<file path="config.mk">
export PLATFORM = sky130hd
export DESIGN_NAME = memcard
export DESIGN_NICKNAME = d
export VERILOG_FILES = /design/src/hdl/mc_line_pkg.sv /design/src/hdl/mc_regs_pkg.sv /design/src/hdl/memcard.sv /design/src/hdl/mc_csr_regs.sv /design/src/hdl/mc_channel_fsm.sv /design/src/hdl/mc_shifter.sv /design/src/hdl/mc_clock_gen.sv
export SDC_FILE = /design/constraint.sdc
export NUM_CORES = 1
export LEC_CHECK = 0
export BUFFER_PORTS_ARGS = -buffer_cell sky130_fd_sc_hd__buf_2
export CORE_MARGIN = 2
export CORE_UTILIZATION = 40
export CTS_BUF_LIST = sky130_fd_sc_hd__clkbuf_4
export DETAILED_ROUTE_END_ITERATION = 7
export MAX_ROUTING_LAYER = met4
export SLEW_MARGIN = 20
export SYNTH_ARGS = -nofsm -noshare
export SYNTH_HDL_FRONTEND = slang
export SYNTH_SLANG_ARGS = --single-unit
</file>
<file path="constraint.sdc">
create_clock -name sys_clk -period 3.9 [get_ports sys_clk]
set_clock_uncertainty 0.05 [all_clocks]
set_input_delay 0.39 -clock sys_clk [delete_from_list [all_inputs] [get_ports sys_clk]]
set_output_delay 0.39 -clock sys_clk [all_outputs]
set_load 0.01 [all_outputs]
</file>
<file path="src/hdl/mc_line_pkg.sv">
// ----------------------------------------------------------
// memory card controller, card line view
// line widths, value lengths, input synchronizer depth and
// the channel state encoding
// ----------------------------------------------------------

package mc_line_pkg;

	// command line, one lane carrying one byte
	localparam int cmd_lanes = 1;
	localparam int cmd_bits = 8;

	// data lines, four lanes carrying one word
	localparam int dat_lanes = 4;
	localparam int dat_bits = 32;

	// flip-flops between the pad and the shift register
	localparam int sync_depth = 3;

	// channel state
	typedef enum logic [2:0] {
		ch_idle,
		ch_tx,
		ch_rx_hunt,
		ch_rx_shift,
		ch_rx_full
	} mc_chan_state_t;

endpackage

</file>
<file path="src/hdl/mc_regs_pkg.sv">
// ----------------------------------------------------------
// memory card controller, software register view
// register window geometry, register index encoding and
// reset values seen through the register bus
// ----------------------------------------------------------

package mc_regs_pkg;

	// register bus geometry
	localparam int csr_addr_w = 14;
	localparam int csr_data_w = 32;

	// card clock divider
	localparam int div_w = 11;
	localparam logic [div_w-1:0] div_reset = 11'd1023;

	// register index, decoded from address bits 2 to 0
	typedef enum logic [2:0] {
		reg_divider = 3'd0,
		reg_enable  = 3'd1,
		reg_pending = 3'd2,
		reg_started = 3'd3,
		reg_cmd     = 3'd4,
		reg_dat     = 3'd5
	} mc_reg_t;

	// bit positions shared by the enable and pending registers
	localparam int en_cmd_tx = 0;
	localparam int en_cmd_rx = 1;
	localparam int en_dat_tx = 2;
	localparam int en_dat_rx = 3;

endpackage
</file>
<file path="src/hdl/memcard.sv">
// ----------------------------------------------------------
// memory card line controller, top level
// register block, card clock generator and one command and
// one data channel, each line as separate in, out and enable
// ----------------------------------------------------------
`timescale 1ns/1ps

module memcard #(
	parameter logic [3:0] csr_base = 4'h0
) (
	input  logic                                sys_clk,
	input  logic                                sys_rst,
	input  logic [mc_regs_pkg::csr_addr_w-1:0]  csr_a,
	input  logic                                csr_we,
	input  logic [mc_regs_pkg::csr_data_w-1:0]  csr_di,
	output logic [mc_regs_pkg::csr_data_w-1:0]  csr_do,
	input  logic [mc_line_pkg::cmd_lanes-1:0]   mc_cmd_i,
	output logic [mc_line_pkg::cmd_lanes-1:0]   mc_cmd_o,
	output logic [mc_line_pkg::cmd_lanes-1:0]   mc_cmd_oe,
	input  logic [mc_line_pkg::dat_lanes-1:0]   mc_d_i,
	output logic [mc_line_pkg::dat_lanes-1:0]   mc_d_o,
	output logic [mc_line_pkg::dat_lanes-1:0]   mc_d_oe,
	output logic                                mc_clk
);
	import mc_regs_pkg::*;
	import mc_line_pkg::*;

	logic [div_w-1:0]    div_factor;
	logic                shift_stb;
	logic                cmd_tx_en;
	logic                cmd_rx_en;
	logic                cmd_tx_load;
	logic                cmd_rx_ack;
	logic [cmd_bits-1:0] cmd_load_value;
	logic [cmd_bits-1:0] cmd_value;
	logic                cmd_tx_pending;
	logic                cmd_rx_pending;
	logic                cmd_rx_started;
	logic                cmd_hold;
	logic                cmd_shift_en;
	logic                cmd_clear_count;
	logic                cmd_start_seen;
	logic                cmd_last_bit;
	logic                dat_tx_en;
	logic                dat_rx_en;
	logic                dat_tx_load;
	logic                dat_rx_ack;
	logic [dat_bits-1:0] dat_load_value;
	logic [dat_bits-1:0] dat_value;
	logic                dat_tx_pending;
	logic                dat_rx_pending;
	logic                dat_rx_started;
	logic                dat_hold;
	logic                dat_shift_en;
	logic                dat_clear_count;
	logic                dat_start_seen;
	logic                dat_last_bit;

	mc_csr_regs #(
		.csr_base(csr_base)
	) u_regs (
		.sys_clk(sys_clk),
		.sys_rst(sys_rst),
		.csr_a(csr_a),
		.csr_we(csr_we),
		.csr_di(csr_di),
		.csr_do(csr_do),
		.div_factor(div_factor),
		.cmd_tx_en(cmd_tx_en),
		.cmd_rx_en(cmd_rx_en),
		.dat_tx_en(dat_tx_en),
		.dat_rx_en(dat_rx_en),
		.cmd_tx_load(cmd_tx_load),
		.dat_tx_load(dat_tx_load),
		.cmd_rx_ack(cmd_rx_ack),
		.dat_rx_ack(dat_rx_ack),
		.cmd_load_value(cmd_load_value),
		.dat_load_value(dat_load_value),
		.cmd_tx_pending(cmd_tx_pending),
		.cmd_rx_pending(cmd_rx_pending),
		.cmd_rx_started(cmd_rx_started),
		.dat_tx_pending(dat_tx_pending),
		.dat_rx_pending(dat_rx_pending),
		.dat_rx_started(dat_rx_started),
		.cmd_value(cmd_value),
		.dat_value(dat_value)
	);

	mc_clock_gen u_clock (
		.sys_clk(sys_clk),
		.sys_rst(sys_rst),
		.div_factor(div_factor),
		.cmd_hold(cmd_hold),
		.dat_hold(dat_hold),
		.mc_clk(mc_clk),
		.shift_stb(shift_stb)
	);

	// command channel
	mc_channel_fsm u_cmd_fsm (
		.sys_clk(sys_clk),
		.sys_rst(sys_rst),
		.tx_en(cmd_tx_en),
		.rx_en(cmd_rx_en),
		.tx_load(cmd_tx_load),
		.rx_ack(cmd_rx_ack),
		.shift_stb(shift_stb),
		.start_seen(cmd_start_seen),
		.last_bit(cmd_last_bit),
		.shift_en(cmd_shift_en),
		.clear_count(cmd_clear_count),
		.tx_pending(cmd_tx_pending),
		.rx_pending(cmd_rx_pending),
		.rx_started(cmd_rx_started),
		.clk_hold(cmd_hold)
	);

	mc_shifter #(
		.lanes(cmd_lanes),
		.bits(cmd_bits)
	) u_cmd_shift (
		.sys_clk(sys_clk),
		.sys_rst(sys_rst),
		.line_in(mc_cmd_i),
		.line_out(mc_cmd_o),
		.line_oe(mc_cmd_oe),
		.drive(cmd_tx_en),
		.load(cmd_tx_load),
		.load_value(cmd_load_value),
		.shift_en(cmd_shift_en),
		.clear_count(cmd_clear_count),
		.shift_stb(shift_stb),
		.value(cmd_value),
		.start_seen(cmd_start_seen),
		.last_bit(cmd_last_bit)
	);

	// data channel
	mc_channel_fsm u_dat_fsm (
		.sys_clk(sys_clk),
		.sys_rst(sys_rst),
		.tx_en(dat_tx_en),
		.rx_en(dat_rx_en),
		.tx_load(dat_tx_load),
		.rx_ack(dat_rx_ack),
		.shift_stb(shift_stb),
		.start_seen(dat_start_seen),
		.last_bit(dat_last_bit),
		.shift_en(dat_shift_en),
		.clear_count(dat_clear_count),
		.tx_pending(dat_tx_pending),
		.rx_pending(dat_rx_pending),
		.rx_started(dat_rx_started),
		.clk_hold(dat_hold)
	);

	mc_shifter #(
		.lanes(dat_lanes),
		.bits(dat_bits)
	) u_dat_shift (
		.sys_clk(sys_clk),
		.sys_rst(sys_rst),
		.line_in(mc_d_i),
		.line_out(mc_d_o),
		.line_oe(mc_d_oe),
		.drive(dat_tx_en),
		.load(dat_tx_load),
		.load_value(dat_load_value),
		.shift_en(dat_shift_en),
		.clear_count(dat_clear_count),
		.shift_stb(shift_stb),
		.value(dat_value),
		.start_seen(dat_start_seen),
		.last_bit(dat_last_bit)
	);

endmodule

</file>
<file path="src/hdl/mc_csr_regs.sv">
// ----------------------------------------------------------
// memory card register block
// decodes the register window, keeps divider and enables,
// issues load and acknowledge pulses, registers the read data
// ----------------------------------------------------------
`timescale 1ns/1ps

module mc_csr_regs #(
	parameter logic [3:0] csr_base = 4'h0
) (
	input  logic                               sys_clk,
	input  logic                               sys_rst,
	input  logic [mc_regs_pkg::csr_addr_w-1:0] csr_a,
	input  logic                               csr_we,
	input  logic [mc_regs_pkg::csr_data_w-1:0] csr_di,
	output logic [mc_regs_pkg::csr_data_w-1:0] csr_do,
	output logic [mc_regs_pkg::div_w-1:0]      div_factor,
	output logic                               cmd_tx_en,
	output logic                               cmd_rx_en,
	output logic                               dat_tx_en,
	output logic                               dat_rx_en,
	output logic                               cmd_tx_load,
	output logic                               dat_tx_load,
	output logic                               cmd_rx_ack,
	output logic                               dat_rx_ack,
	output logic [mc_line_pkg::cmd_bits-1:0]   cmd_load_value,
	output logic [mc_line_pkg::dat_bits-1:0]   dat_load_value,
	input  logic                               cmd_tx_pending,
	input  logic                               cmd_rx_pending,
	input  logic                               cmd_rx_started,
	input  logic                               dat_tx_pending,
	input  logic                               dat_rx_pending,
	input  logic                               dat_rx_started,
	input  logic [mc_line_pkg::cmd_bits-1:0]   cmd_value,
	input  logic [mc_line_pkg::dat_bits-1:0]   dat_value
);
	import mc_regs_pkg::*;
	import mc_line_pkg::*;

	logic                  sel;
	logic                  wr;
	mc_reg_t               reg_idx;
	logic [csr_data_w-1:0] enable_word;
	logic [csr_data_w-1:0] pending_word;
	logic [csr_data_w-1:0] started_word;

	assign sel = (csr_a[csr_addr_w-1 -: 4] == csr_base);
	assign wr = sel && csr_we;
	assign reg_idx = mc_reg_t'(csr_a[2:0]);

	// control registers and one-cycle pulses
	always_ff @(posedge sys_clk) begin
		if (sys_rst) begin
			div_factor <= div_reset;
			cmd_tx_en <= 1'b0;
			cmd_rx_en <= 1'b0;
			dat_tx_en <= 1'b0;
			dat_rx_en <= 1'b0;
			cmd_tx_load <= 1'b0;
			dat_tx_load <= 1'b0;
			cmd_rx_ack <= 1'b0;
			dat_rx_ack <= 1'b0;
		end else begin
			cmd_tx_load <= 1'b0;
			dat_tx_load <= 1'b0;
			cmd_rx_ack <= 1'b0;
			dat_rx_ack <= 1'b0;
			if (wr) begin
				case (reg_idx)
					reg_divider: div_factor <= csr_di[div_w-1:0];
					reg_enable: begin
						cmd_tx_en <= csr_di[en_cmd_tx];
						cmd_rx_en <= csr_di[en_cmd_rx];
						dat_tx_en <= csr_di[en_dat_tx];
						dat_rx_en <= csr_di[en_dat_rx];
					end
					// receive bits acknowledge, transmit bits are ignored
					reg_pending: begin
						cmd_rx_ack <= csr_di[en_cmd_rx];
						dat_rx_ack <= csr_di[en_dat_rx];
					end
					reg_cmd: cmd_tx_load <= 1'b1;
					reg_dat: dat_tx_load <= 1'b1;
					default: ;
				endcase
			end
		end
	end

	// transmit values, captured together with the load pulse
	always_ff @(posedge sys_clk) begin
		if (wr && reg_idx == reg_cmd)
			cmd_load_value <= csr_di[cmd_bits-1:0];
		if (wr && reg_idx == reg_dat)
			dat_load_value <= csr_di[dat_bits-1:0];
	end

	always_comb begin
		enable_word = '0;
		enable_word[en_cmd_tx] = cmd_tx_en;
		enable_word[en_cmd_rx] = cmd_rx_en;
		enable_word[en_dat_tx] = dat_tx_en;
		enable_word[en_dat_rx] = dat_rx_en;
		pending_word = '0;
		pending_word[en_cmd_tx] = cmd_tx_pending;
		pending_word[en_cmd_rx] = cmd_rx_pending;
		pending_word[en_dat_tx] = dat_tx_pending;
		pending_word[en_dat_rx] = dat_rx_pending;
		// started has one bit per channel, command first
		started_word = '0;
		started_word[0] = cmd_rx_started;
		started_word[1] = dat_rx_started;
	end

	// registered read, zero outside the window
	always_ff @(posedge sys_clk) begin
		if (sys_rst) begin
			csr_do <= '0;
		end else begin
			csr_do <= '0;
			if (sel) begin
				case (reg_idx)
					reg_divider: csr_do <= csr_data_w'(div_factor);
					reg_enable:  csr_do <= enable_word;
					reg_pending: csr_do <= pending_word;
					reg_started: csr_do <= started_word;
					reg_cmd:     csr_do <= csr_data_w'(cmd_value);
					reg_dat:     csr_do <= csr_data_w'(dat_value);
					default:     csr_do <= '0;
				endcase
			end
		end
	end

endmodule

</file>
<file path="src/hdl/mc_channel_fsm.sv">
// ----------------------------------------------------------
// memory card channel controller
// sequences transmit and receive for one line group, reports
// pending and started status and holds the card clock
// ----------------------------------------------------------
`timescale 1ns/1ps

module mc_channel_fsm (
	input  logic sys_clk,
	input  logic sys_rst,
	input  logic tx_en,
	input  logic rx_en,
	input  logic tx_load,
	input  logic rx_ack,
	input  logic shift_stb,
	input  logic start_seen,
	input  logic last_bit,
	output logic shift_en,
	output logic clear_count,
	output logic tx_pending,
	output logic rx_pending,
	output logic rx_started,
	output logic clk_hold
);
	import mc_line_pkg::*;

	mc_chan_state_t state;

	always_ff @(posedge sys_clk) begin
		if (sys_rst) begin
			state <= ch_idle;
		end else if (tx_load) begin
			// transmit wins over any receive in progress
			state <= ch_tx;
		end else begin
			case (state)
				ch_idle: begin
					if (rx_en)
						state <= ch_rx_hunt;
				end
				ch_tx: begin
					if (shift_stb && last_bit)
						state <= ch_idle;
				end
				ch_rx_hunt: begin
					if (!rx_en)
						state <= ch_idle;
					else if (shift_stb && start_seen)
						state <= ch_rx_shift;
				end
				ch_rx_shift: begin
					if (!rx_en)
						state <= ch_idle;
					else if (shift_stb && last_bit)
						state <= ch_rx_full;
				end
				ch_rx_full: begin
					if (!rx_en)
						state <= ch_idle;
					else if (rx_ack)
						state <= ch_rx_hunt;
				end
				default: state <= ch_idle;
			endcase
		end
	end

	// the start group itself is shifted in while hunting
	assign shift_en = (state == ch_tx) || (state == ch_rx_shift)
		|| (state == ch_rx_hunt && start_seen);

	// counter restarts on a new value, on acknowledge and whenever idle
	assign clear_count = tx_load || rx_ack || (state == ch_idle);

	assign tx_pending = (state == ch_tx);
	assign rx_pending = (state == ch_rx_full);
	assign rx_started = (state == ch_rx_shift) || (state == ch_rx_full);

	// stop the card clock with nothing to send or an unread value
	assign clk_hold = (tx_en && state != ch_tx) || (state == ch_rx_full);

	// a held channel gets no shift strobe once the strobe delay has drained
	a_no_stb_while_held: assert property (@(posedge sys_clk) disable iff (sys_rst)
		clk_hold && $past(clk_hold) && $past(clk_hold, 2) |-> !shift_stb);

endmodule

</file>
<file path="src/hdl/mc_shifter.sv">
// ----------------------------------------------------------
// memory card line shifter
// synchronizes the incoming lanes, shifts groups in and out
// most significant first and counts the groups of one value
// ----------------------------------------------------------
`timescale 1ns/1ps

module mc_shifter #(
	parameter int lanes = mc_line_pkg::cmd_lanes,
	parameter int bits = mc_line_pkg::cmd_bits
) (
	input  logic             sys_clk,
	input  logic             sys_rst,
	input  logic [lanes-1:0] line_in,
	output logic [lanes-1:0] line_out,
	output logic [lanes-1:0] line_oe,
	input  logic             drive,
	input  logic             load,
	input  logic [bits-1:0]  load_value,
	input  logic             shift_en,
	input  logic             clear_count,
	input  logic             shift_stb,
	output logic [bits-1:0]  value,
	output logic             start_seen,
	output logic             last_bit
);
	import mc_line_pkg::*;

	localparam int groups = bits / lanes;
	localparam int cnt_w = (groups > 1) ? $clog2(groups) : 1;

	logic [lanes-1:0] sync_q [sync_depth];
	logic [lanes-1:0] line_sync;
	logic [bits-1:0]  sreg;
	logic [cnt_w-1:0] group_cnt;

	// input synchronizer chain
	always_ff @(posedge sys_clk) begin
		sync_q[0] <= line_in;
		for (int i = 1; i < sync_depth; i++)
			sync_q[i] <= sync_q[i-1];
	end

	assign line_sync = sync_q[sync_depth-1];

	// a start group is all lanes low
	assign start_seen = (line_sync == '0);

	// shift register, new groups enter at the bottom
	always_ff @(posedge sys_clk) begin
		if (load)
			sreg <= load_value;
		else if (shift_stb && shift_en)
			sreg <= {sreg[bits-lanes-1:0], line_sync};
	end

	// group counter, wraps after one full value
	always_ff @(posedge sys_clk) begin
		if (sys_rst || clear_count) begin
			group_cnt <= '0;
		end else if (shift_stb && shift_en) begin
			if (last_bit)
				group_cnt <= '0;
			else
				group_cnt <= group_cnt + 1'b1;
		end
	end

	assign last_bit = (group_cnt == cnt_w'(groups - 1));

	// top group goes out on the lines
	assign line_out = sreg[bits-1 -: lanes];
	assign line_oe = {lanes{drive}};
	assign value = sreg;

endmodule

</file>
<file path="src/hdl/mc_clock_gen.sv">
// ----------------------------------------------------------
// memory card clock generator
// divides sys_clk down to the card clock and places the
// internal shift strobe two cycles after each rising edge
// ----------------------------------------------------------
`timescale 1ns/1ps

module mc_clock_gen (
	input  logic                         sys_clk,
	input  logic                         sys_rst,
	input  logic [mc_regs_pkg::div_w-1:0] div_factor,
	input  logic                         cmd_hold,
	input  logic                         dat_hold,
	output logic                         mc_clk,
	output logic                         shift_stb
);
	import mc_regs_pkg::*;

	logic [div_w-1:0] div_cnt;
	logic             tick;
	logic             clk_q;
	logic             stb_d0;
	logic             stb_d1;
	logic             hold;

	// either channel can freeze the card clock
	assign hold = cmd_hold | dat_hold;

	// one tick every div_factor+1 cycles
	always_ff @(posedge sys_clk) begin
		if (sys_rst) begin
			div_cnt <= '0;
			tick <= 1'b0;
		end else if (div_cnt >= div_factor) begin
			div_cnt <= '0;
			tick <= 1'b1;
		end else begin
			div_cnt <= div_cnt + 1'b1;
			tick <= 1'b0;
		end
	end

	// card clock, plus the delayed strobe after each rising edge
	always_ff @(posedge sys_clk) begin
		if (sys_rst) begin
			clk_q <= 1'b0;
			stb_d0 <= 1'b0;
			stb_d1 <= 1'b0;
		end else begin
			if (tick && !hold)
				clk_q <= ~clk_q;
			stb_d0 <= tick && !hold && !clk_q;
			stb_d1 <= stb_d0;
		end
	end

	assign mc_clk = clk_q;
	assign shift_stb = stb_d1;

	// a held clock produces no strobe once the delay line has drained
	a_no_stb_on_hold: assert property (@(posedge sys_clk) disable iff (sys_rst)
		(cmd_hold && dat_hold) [*3] |-> !$rose(shift_stb));

endmodule

</file>
# --- After elaboration in Yosys (flattened, before gate mapping) ---
# Memory sizes are Yosys's and may differ from the RTL's.
# Cells that the tools add are included.
# W data, S select, Z words.
totals:
  reg_bits: 158
  mem_bits_rw: 15
  in_bits: 54
  n_memories: 2
memory_table:
  columns: ["memory", "words", "width", "rd", "rd_ports_with_merged_regs", "wr", "line", "rtl"]
  rows:
  - ["u_dat_shift.sync_q", 3, 4, 3, 0, 3, "mc_shifter.sv:32", "logic [lanes-1:0] sync_q [sync_depth];"]
  - ["u_cmd_shift.sync_q", 3, 1, 3, 0, 3, "mc_shifter.sv:32", null]
op_classes:
  add_sub_neg: 3
  n_lt_le_gt_ge: 1
  n_eq_ne: 37
  mux: 30
  bitwise_logic: 6
  reduce_logical: 50
op_table:
  columns: ["cell", "count"]
  rows:
  - ["$pmux W32 S6", 1]
  - ["$mux W32", 2]
  - ["$mux W3", 18]
  - ["$pmux W3 S5", 2]
  - ["$reduce_and A5 Y1", 4]
  - ["$eq A3 B2 Y1 const B", 6]
  - ["$eq A3 B3 Y1 const B", 6]
  - ["$mux W8", 2]
  - ["$ne A4 B3 Y1 const B", 4]
  - ["$logic_and A1 B1 Y1", 15]
  - ["$logic_or A1 B1 Y1", 14]
  - ["$ne A3 B1 Y1 const B", 4]
  - ["$ne A3 B2 Y1 const B", 4]
  - ["$ne A3 B3 Y1 const B", 4]
  - ["$add A11 B1 Y11 const B", 1]
  - ["$ge A11 B11 Y1", 1]
  - ["$reduce_or A2 Y1", 5]
  - ["$eq A3 B1 Y1 const B", 3]
  - ["$logic_not A3 Y1", 3]
  - ["$logic_not A4 Y1", 2]
  - ["$ne A4 B4 Y1 const B", 2]
  - ["$add A3 B1 Y3 const B", 2]
  - ["$mux W1", 5]
  - ["$not A1 Y1", 5]
  - ["other kinds (7)", 12]

# --- Depth between registers and ports, before layout ---
depth:
  word_depth: 7
  mapped_depth: 7
  mapped_depth_nobuf: 6

# --- Modules after synthesis ---
# A second synthesis with hierarchy kept.
hier_totals:
  cells_unflattened: 533
  hier_area_um2: 6998.0
by_module_without_submodules:
  columns: ["mod", "instances", "cells_each", "area_per_inst_um2", "seq_area_each_um2"]
  rows:
  - ["mc_csr_regs", 1, 233, 3105.5, 2222.1]
  - ["mc_shifter (u_dat_shift)", 1, 105, 1973.1, 1261.2]
  - ["mc_clock_gen", 1, 97, 835.8, 300.3]
  - ["mc_shifter (u_cmd_shift)", 1, 40, 610.6, 360.3]
  - ["mc_channel_fsm", 2, 29, 236.5, 60.1]

# --- Worst setup path before layout ---
# No wires, ideal clock.
synth_path:
  path_kind: "input-to-reg"
  from: "in csr_a[10] in the netlist's numbering"
  to: "reg u_regs.dat_load_value[0] in the netlist's numbering, enable pin"
  setup_ns: 0.421
  arrival_time_ns: 2.547
  t_required_ns: 3.429
  slack_ns: 0.882
  path_stages: 4
  path_buffers: 0
  cell_sequence: "or4b_4 nor2_1 nand2_1 nor2_1"
synth_via:
  elab_chain_cells: 3
synth_rtl:
  columns: ["element", "line", "rtl"]
  rows:
  - ["start, declared", "memcard.sv:13", "input logic [mc_regs_pkg::csr_addr_w-1:0] csr_a,"]
  - ["$logic_not A4 Y1", "mc_csr_regs.sv:47", "assign sel = (csr_a[csr_addr_w-1 -: 4] == csr_base);"]
  - ["$logic_and A1 B1 Y1", "mc_csr_regs.sv:48", "assign wr = sel && csr_we;"]
  - ["$logic_and A1 B1 Y1", "mc_csr_regs.sv:94", "if (wr && reg_idx == reg_dat)"]
  - ["end signal, assigned", "mc_csr_regs.sv:95", "dat_load_value <= csr_di[dat_bits-1:0];"]
  - ["end, declared", "mc_csr_regs.sv:27", "output logic [mc_line_pkg::dat_bits-1:0] dat_load_value,"]
# Every way passes these cells.
# A chain may end at the register's enable or synchronous reset.

# --- Final worst setup path ---
layout_path:
  from: "reg u_regs.div_factor[10] in the netlist's numbering"
  to: "reg u_clock.div_cnt[1]"
layout_via:
  elab_chain_cells: 2
layout_rtl:
  columns: ["element", "line", "rtl"]
  rows:
  - ["start, declared", "mc_csr_regs.sv:17", "output logic [mc_regs_pkg::div_w-1:0] div_factor,"]
  - ["start signal, assigned", "mc_csr_regs.sv:54", "div_factor <= div_reset;"]
  - ["start signal, assigned", "mc_csr_regs.sv:70", "reg_divider: div_factor <= csr_di[div_w-1:0];"]
  - ["$ge A11 B11 Y1", "mc_clock_gen.sv:34", "end else if (div_cnt >= div_factor) begin"]
  - ["$reduce_or A2 Y1 (no line)", null, null]
  - ["end signal, assigned", "mc_clock_gen.sv:38", "div_cnt <= div_cnt + 1'b1;"]
  - ["end, declared", "mc_clock_gen.sv:19", "logic [div_w-1:0] div_cnt;"]
# Every way passes these cells.

==> reports/qor.yml <==
crit_slowest_cell: "sky130_fd_sc_hd__a311o_1"
seqPwrFrac_pct: 63.2
synth.largest_area_cell: "sky130_fd_sc_hd__edfxtp_1"
synth_cell_types: 58
postSynthRegisterBits: 173
detailedRoute.firstIterationViolations: 219
worst_hold_path.num_cells: 3
grt_setup_unrepaired: "no"
chipWidth_um: 133.9
non_filler_instance_count_after_layout: 875
clk_pin_slew_ns: 0.12
leakagePower_nw: 3.121
synth_most_common_cell: "sky130_fd_sc_hd__dfxtp_1"
ctsHtreeMaxLevel: 4
floorplan.die.height_um: 133.9
final.period_utilization_pct: 51.54
total_switching_power_w: 0.0006433
powerDensity_mw_per_mm2: 381.4
num-fill-cells: 1492
setup_tns_ns: 0
synth.cell_area_mm2: 0.006746
finalHoldViolCount: 0
crit_chain: "inv_1 > ha_1 > and3_1 > nor2b_1 > a311o_1 > nor3b_1"
numClockSinks: 173
postCtsSetupBuffers: 0
clock_latency_ns: 0.56
ff_latch_area_mm2: 0.004264
die-area_mm2: 0.01792
layout_setup_ws_ns: 1.890
yosys_warnings: 0
cts_made_buffers: 17
timing.reg2reg.worst_path_depth: 6
total_area_of_multi_input_combinational_cells_mm2: 0.002237
io_buffer_count: 89
fin_nets: 712
pin_count: 97
synth_enable_flop_cells: 80
floorplan.initialDensity_pct: 40.83
maximum_achievable_frequency_mhz: 497.5
combPwrFrac_pct: 3.9
final-setup-viol-count: 0
hold_path_class: "in -> reg"
total_inserted_antenna_cells: 0
drt_pre_antenna_iters: 6
maxSlewHeadroom_pct: 31.83
max_cap_viol_count: 0
grt.total_usage_pct: 16.68
detail-route-antenna-nets: 0
ys_top_cells_by_count: "93 x sky130_fd_sc_hd__dfxtp_1, 80 x sky130_fd_sc_hd__edfxtp_1, 42 x sky130_fd_sc_hd__mux2_2, 40 x sky130_fd_sc_hd__nor2_1, 23 x sky130_fd_sc_hd__and2_1"
grt_pass1_wl_um: 22310
post_synth_inst_count: 529
gpl.final_weighted_congestion: 0.8064
grt_pass1_vias: 4349
critical_path_arrival_ns: 2.43
yosys.area.top_type_share_pct: 35.61
ctsLongestPathBuffers: 2
mappedNetlistNets: 599
wl_per_cell_um: 15.70
vias: 4358
synth.area.top_cells: "sky130_fd_sc_hd__edfxtp_1 36%, sky130_fd_sc_hd__dfxtp_1 28%, sky130_fd_sc_hd__mux2_2 7.0%"
critical_path.max_stage_delay_ns: 0.50
worstMarginPinSlew_ns: 1.015
grt_start_max_net_pins: 36
finalCriticalPeriod_ns: 2.010
worst_setup_path_end_kind: "flop"
detailed_route_drc_error_count: 0
synth-async-reset-ratio_pct: 0
synth_sequential_area_ratio_pct: 63.20
critPathLaunchType: "flop"
internal_power_w: 0.002382
max-vdd-ir-drop_mv: 0.3788
tritoncts: "done"
total_grt_overflow: 0
core_region_area_mm2: 0.01652
routed_wl_um: 13740
final_max_slew_viol_count: 0
layout.core_utilization_pct: 48.00
detailedPlace.worstSlack_ns: 1.456
path_max_fanout: 11
area_delta_synth_final_pct: 17.56
share_of_cells_above_drive_strength_1_pct: 27.02
power_switching_share_pct: 21.27
placementRows: 47
main_synth_ff_type: "sky130_fd_sc_hd__dfxtp_1"
place.detailed.hpwl_um: 9592
antenna_found_initial: 0
clockRootBuffer: "sky130_fd_sc_hd__clkbuf_4"
worstPathRequired_ns: 4.32
syn_area_per_cell_um2: 12.75
post-place-cells: 809
clkPwrFrac_pct: 32.9
worstSetupPathType: "reg -> reg"
run_status: "completed"
vias_per_cell: 4.981
[cell type report]
| class | instances | area share (%) |
|---|---|---|
| multi-input cells | 304 | 28.21 |
| clock inverters | 9 | 1.246 |
| flip-flops and latches | 173 | 53.76 |
| repair buffers | 126 | 10.19 |
| well taps | 220 | 3.471 |
| inverters | 20 | 0.9465 |
| clock buffers | 23 | 2.177 |
[flip-flops by register name, summed over array words and instances, names as in the netlist, 8 cells and up]
signal,flops
u_regs.csr_do,32
u_regs.cmd_load_value,8
u_regs.dat_load_value,32
u_cmd_shift.value,8
u_dat_shift.sync_q,12
u_dat_shift.value,32
u_clock.div_cnt,11
u_regs.div_factor,11
[power by group through the flow]
stage | combinational (W) | clock, W | sequential, W
3_3_place_gp | 0.0000894 | 0 | 0.00195
4_1_cts | 0.000120 | 0.00104 | 0.00191
2_1_floorplan | 0.0000496 | 0 | 0.00195
5_1_grt | 0.000130 | 0.00112 | 0.00191
3_5_place_dp | 0.0000915 | 0 | 0.00195
6_report | 0.000119 | 0.000995 | 0.00191
[cell usage in the layout (no fill, tap or decap), types with 3 or more instances in the layout]
cell / synthesis / layout
sky130_fd_sc_hd__dfxtp_1: 93 / 93
sky130_fd_sc_hd__buf_2: 2 / 89
sky130_fd_sc_hd__edfxtp_1: 80 / 80
sky130_fd_sc_hd__mux2_2: 42 / 42
sky130_fd_sc_hd__nor2_1: 40 / 39
sky130_fd_sc_hd__dlygate4sd3_1: 0 / 34
sky130_fd_sc_hd__and2_1: 23 / 23
sky130_fd_sc_hd__clkbuf_4: 0 / 23
sky130_fd_sc_hd__nor3_1: 22 / 22
sky130_fd_sc_hd__inv_1: 20 / 20
sky130_fd_sc_hd__nand2_1: 19 / 19
sky130_fd_sc_hd__mux2i_1: 17 / 17
sky130_fd_sc_hd__ha_1: 16 / 16
sky130_fd_sc_hd__a21oi_1: 14 / 14
sky130_fd_sc_hd__nor2b_1: 11 / 11
sky130_fd_sc_hd__o211ai_1: 10 / 10
sky130_fd_sc_hd__o21ai_0: 9 / 9
sky130_fd_sc_hd__nand2b_1: 8 / 8
sky130_fd_sc_hd__nand3_1: 7 / 7
sky130_fd_sc_hd__xnor2_1: 7 / 7
sky130_fd_sc_hd__a22oi_1: 5 / 5
sky130_fd_sc_hd__a21o_1: 4 / 4
sky130_fd_sc_hd__and3_1: 4 / 4
sky130_fd_sc_hd__nand4_1: 3 / 3
sky130_fd_sc_hd__nand3b_1: 3 / 3
sky130_fd_sc_hd__clkinv_2: 0 / 3
sky130_fd_sc_hd__buf_4: 10 / 3
[logic make-up after synthesis]
logic type | after synthesis | share of synthesized area [%]
buf+inv | 52 | 3.672
flops | 173 | 63.20
xor+xnor | 9 | 1.168
fa+ha+maj | 16 | 2.967
simple gates | 156 | 12.67
compound gates | 63 | 6.454
mux | 60 | 9.866
[metrics by stage]
step	power (W)	cell area (um2)	hold slack [ns]
after floorplan	0.001999	6746	0.2596
after global placement	0.002041	7320	0.2603
after detailed placement	0.002044	7320	0.2621
after CTS	0.003070	7931	0.007254
after global routing	0.003160	7931	0.005398
final	0.003025	7931	0.06579
[final timing paths]
check	startpoint	to	slack (ns)
min	csr_di[1]	u_regs.cmd_rx_ack$_SDFF_PP0_	0.07
max	u_regs.div_factor[10]$_SDFFE_PP0P_	u_clock.div_cnt[1]$_SDFF_PP0_	1.89
min reg2reg	u_dat_shift.sync_q[0][5]$_DFF_P_	u_dat_shift.sync_q[0][9]$_DFF_P_	0.29
max reg2reg	u_regs.div_factor[10]$_SDFFE_PP0P_	u_clock.div_cnt[1]$_SDFF_PP0_	1.89
[metal layers]
| metal | vias to the layer above | GRT usage [%] | routed length [um] |
|---|---|---|---|
| met5 | - | - | 0 |
| met4 | 0 | 5.674 | 218 |
| met3 | 13 | 4.195 | 662 |
| met2 | 111 | 26.50 | 6471 |
| met1 | 2098 | 20.91 | 6382 |
| li1 | 2136 | - | - |
[timing repair]
item | in CTS | in global routing
hold buffers | 34 | 0
hold endpoints to repair | 42 | 0
gates resized for setup | 0 | 0
endpoints found under the setup margin | 0 | 0
[critical path, delay by kind of cell, from the launching register on]
kind	cells	cell delay (ns)
DFF	1	0.41
adders and majority gates	1	0.31
and+or+nand+nor	3	0.59
buffers and inverters	1	0.07
AOI/OAI and AO/OA	1	0.50
No activity file was read; power rests on OpenSTA's default activity.
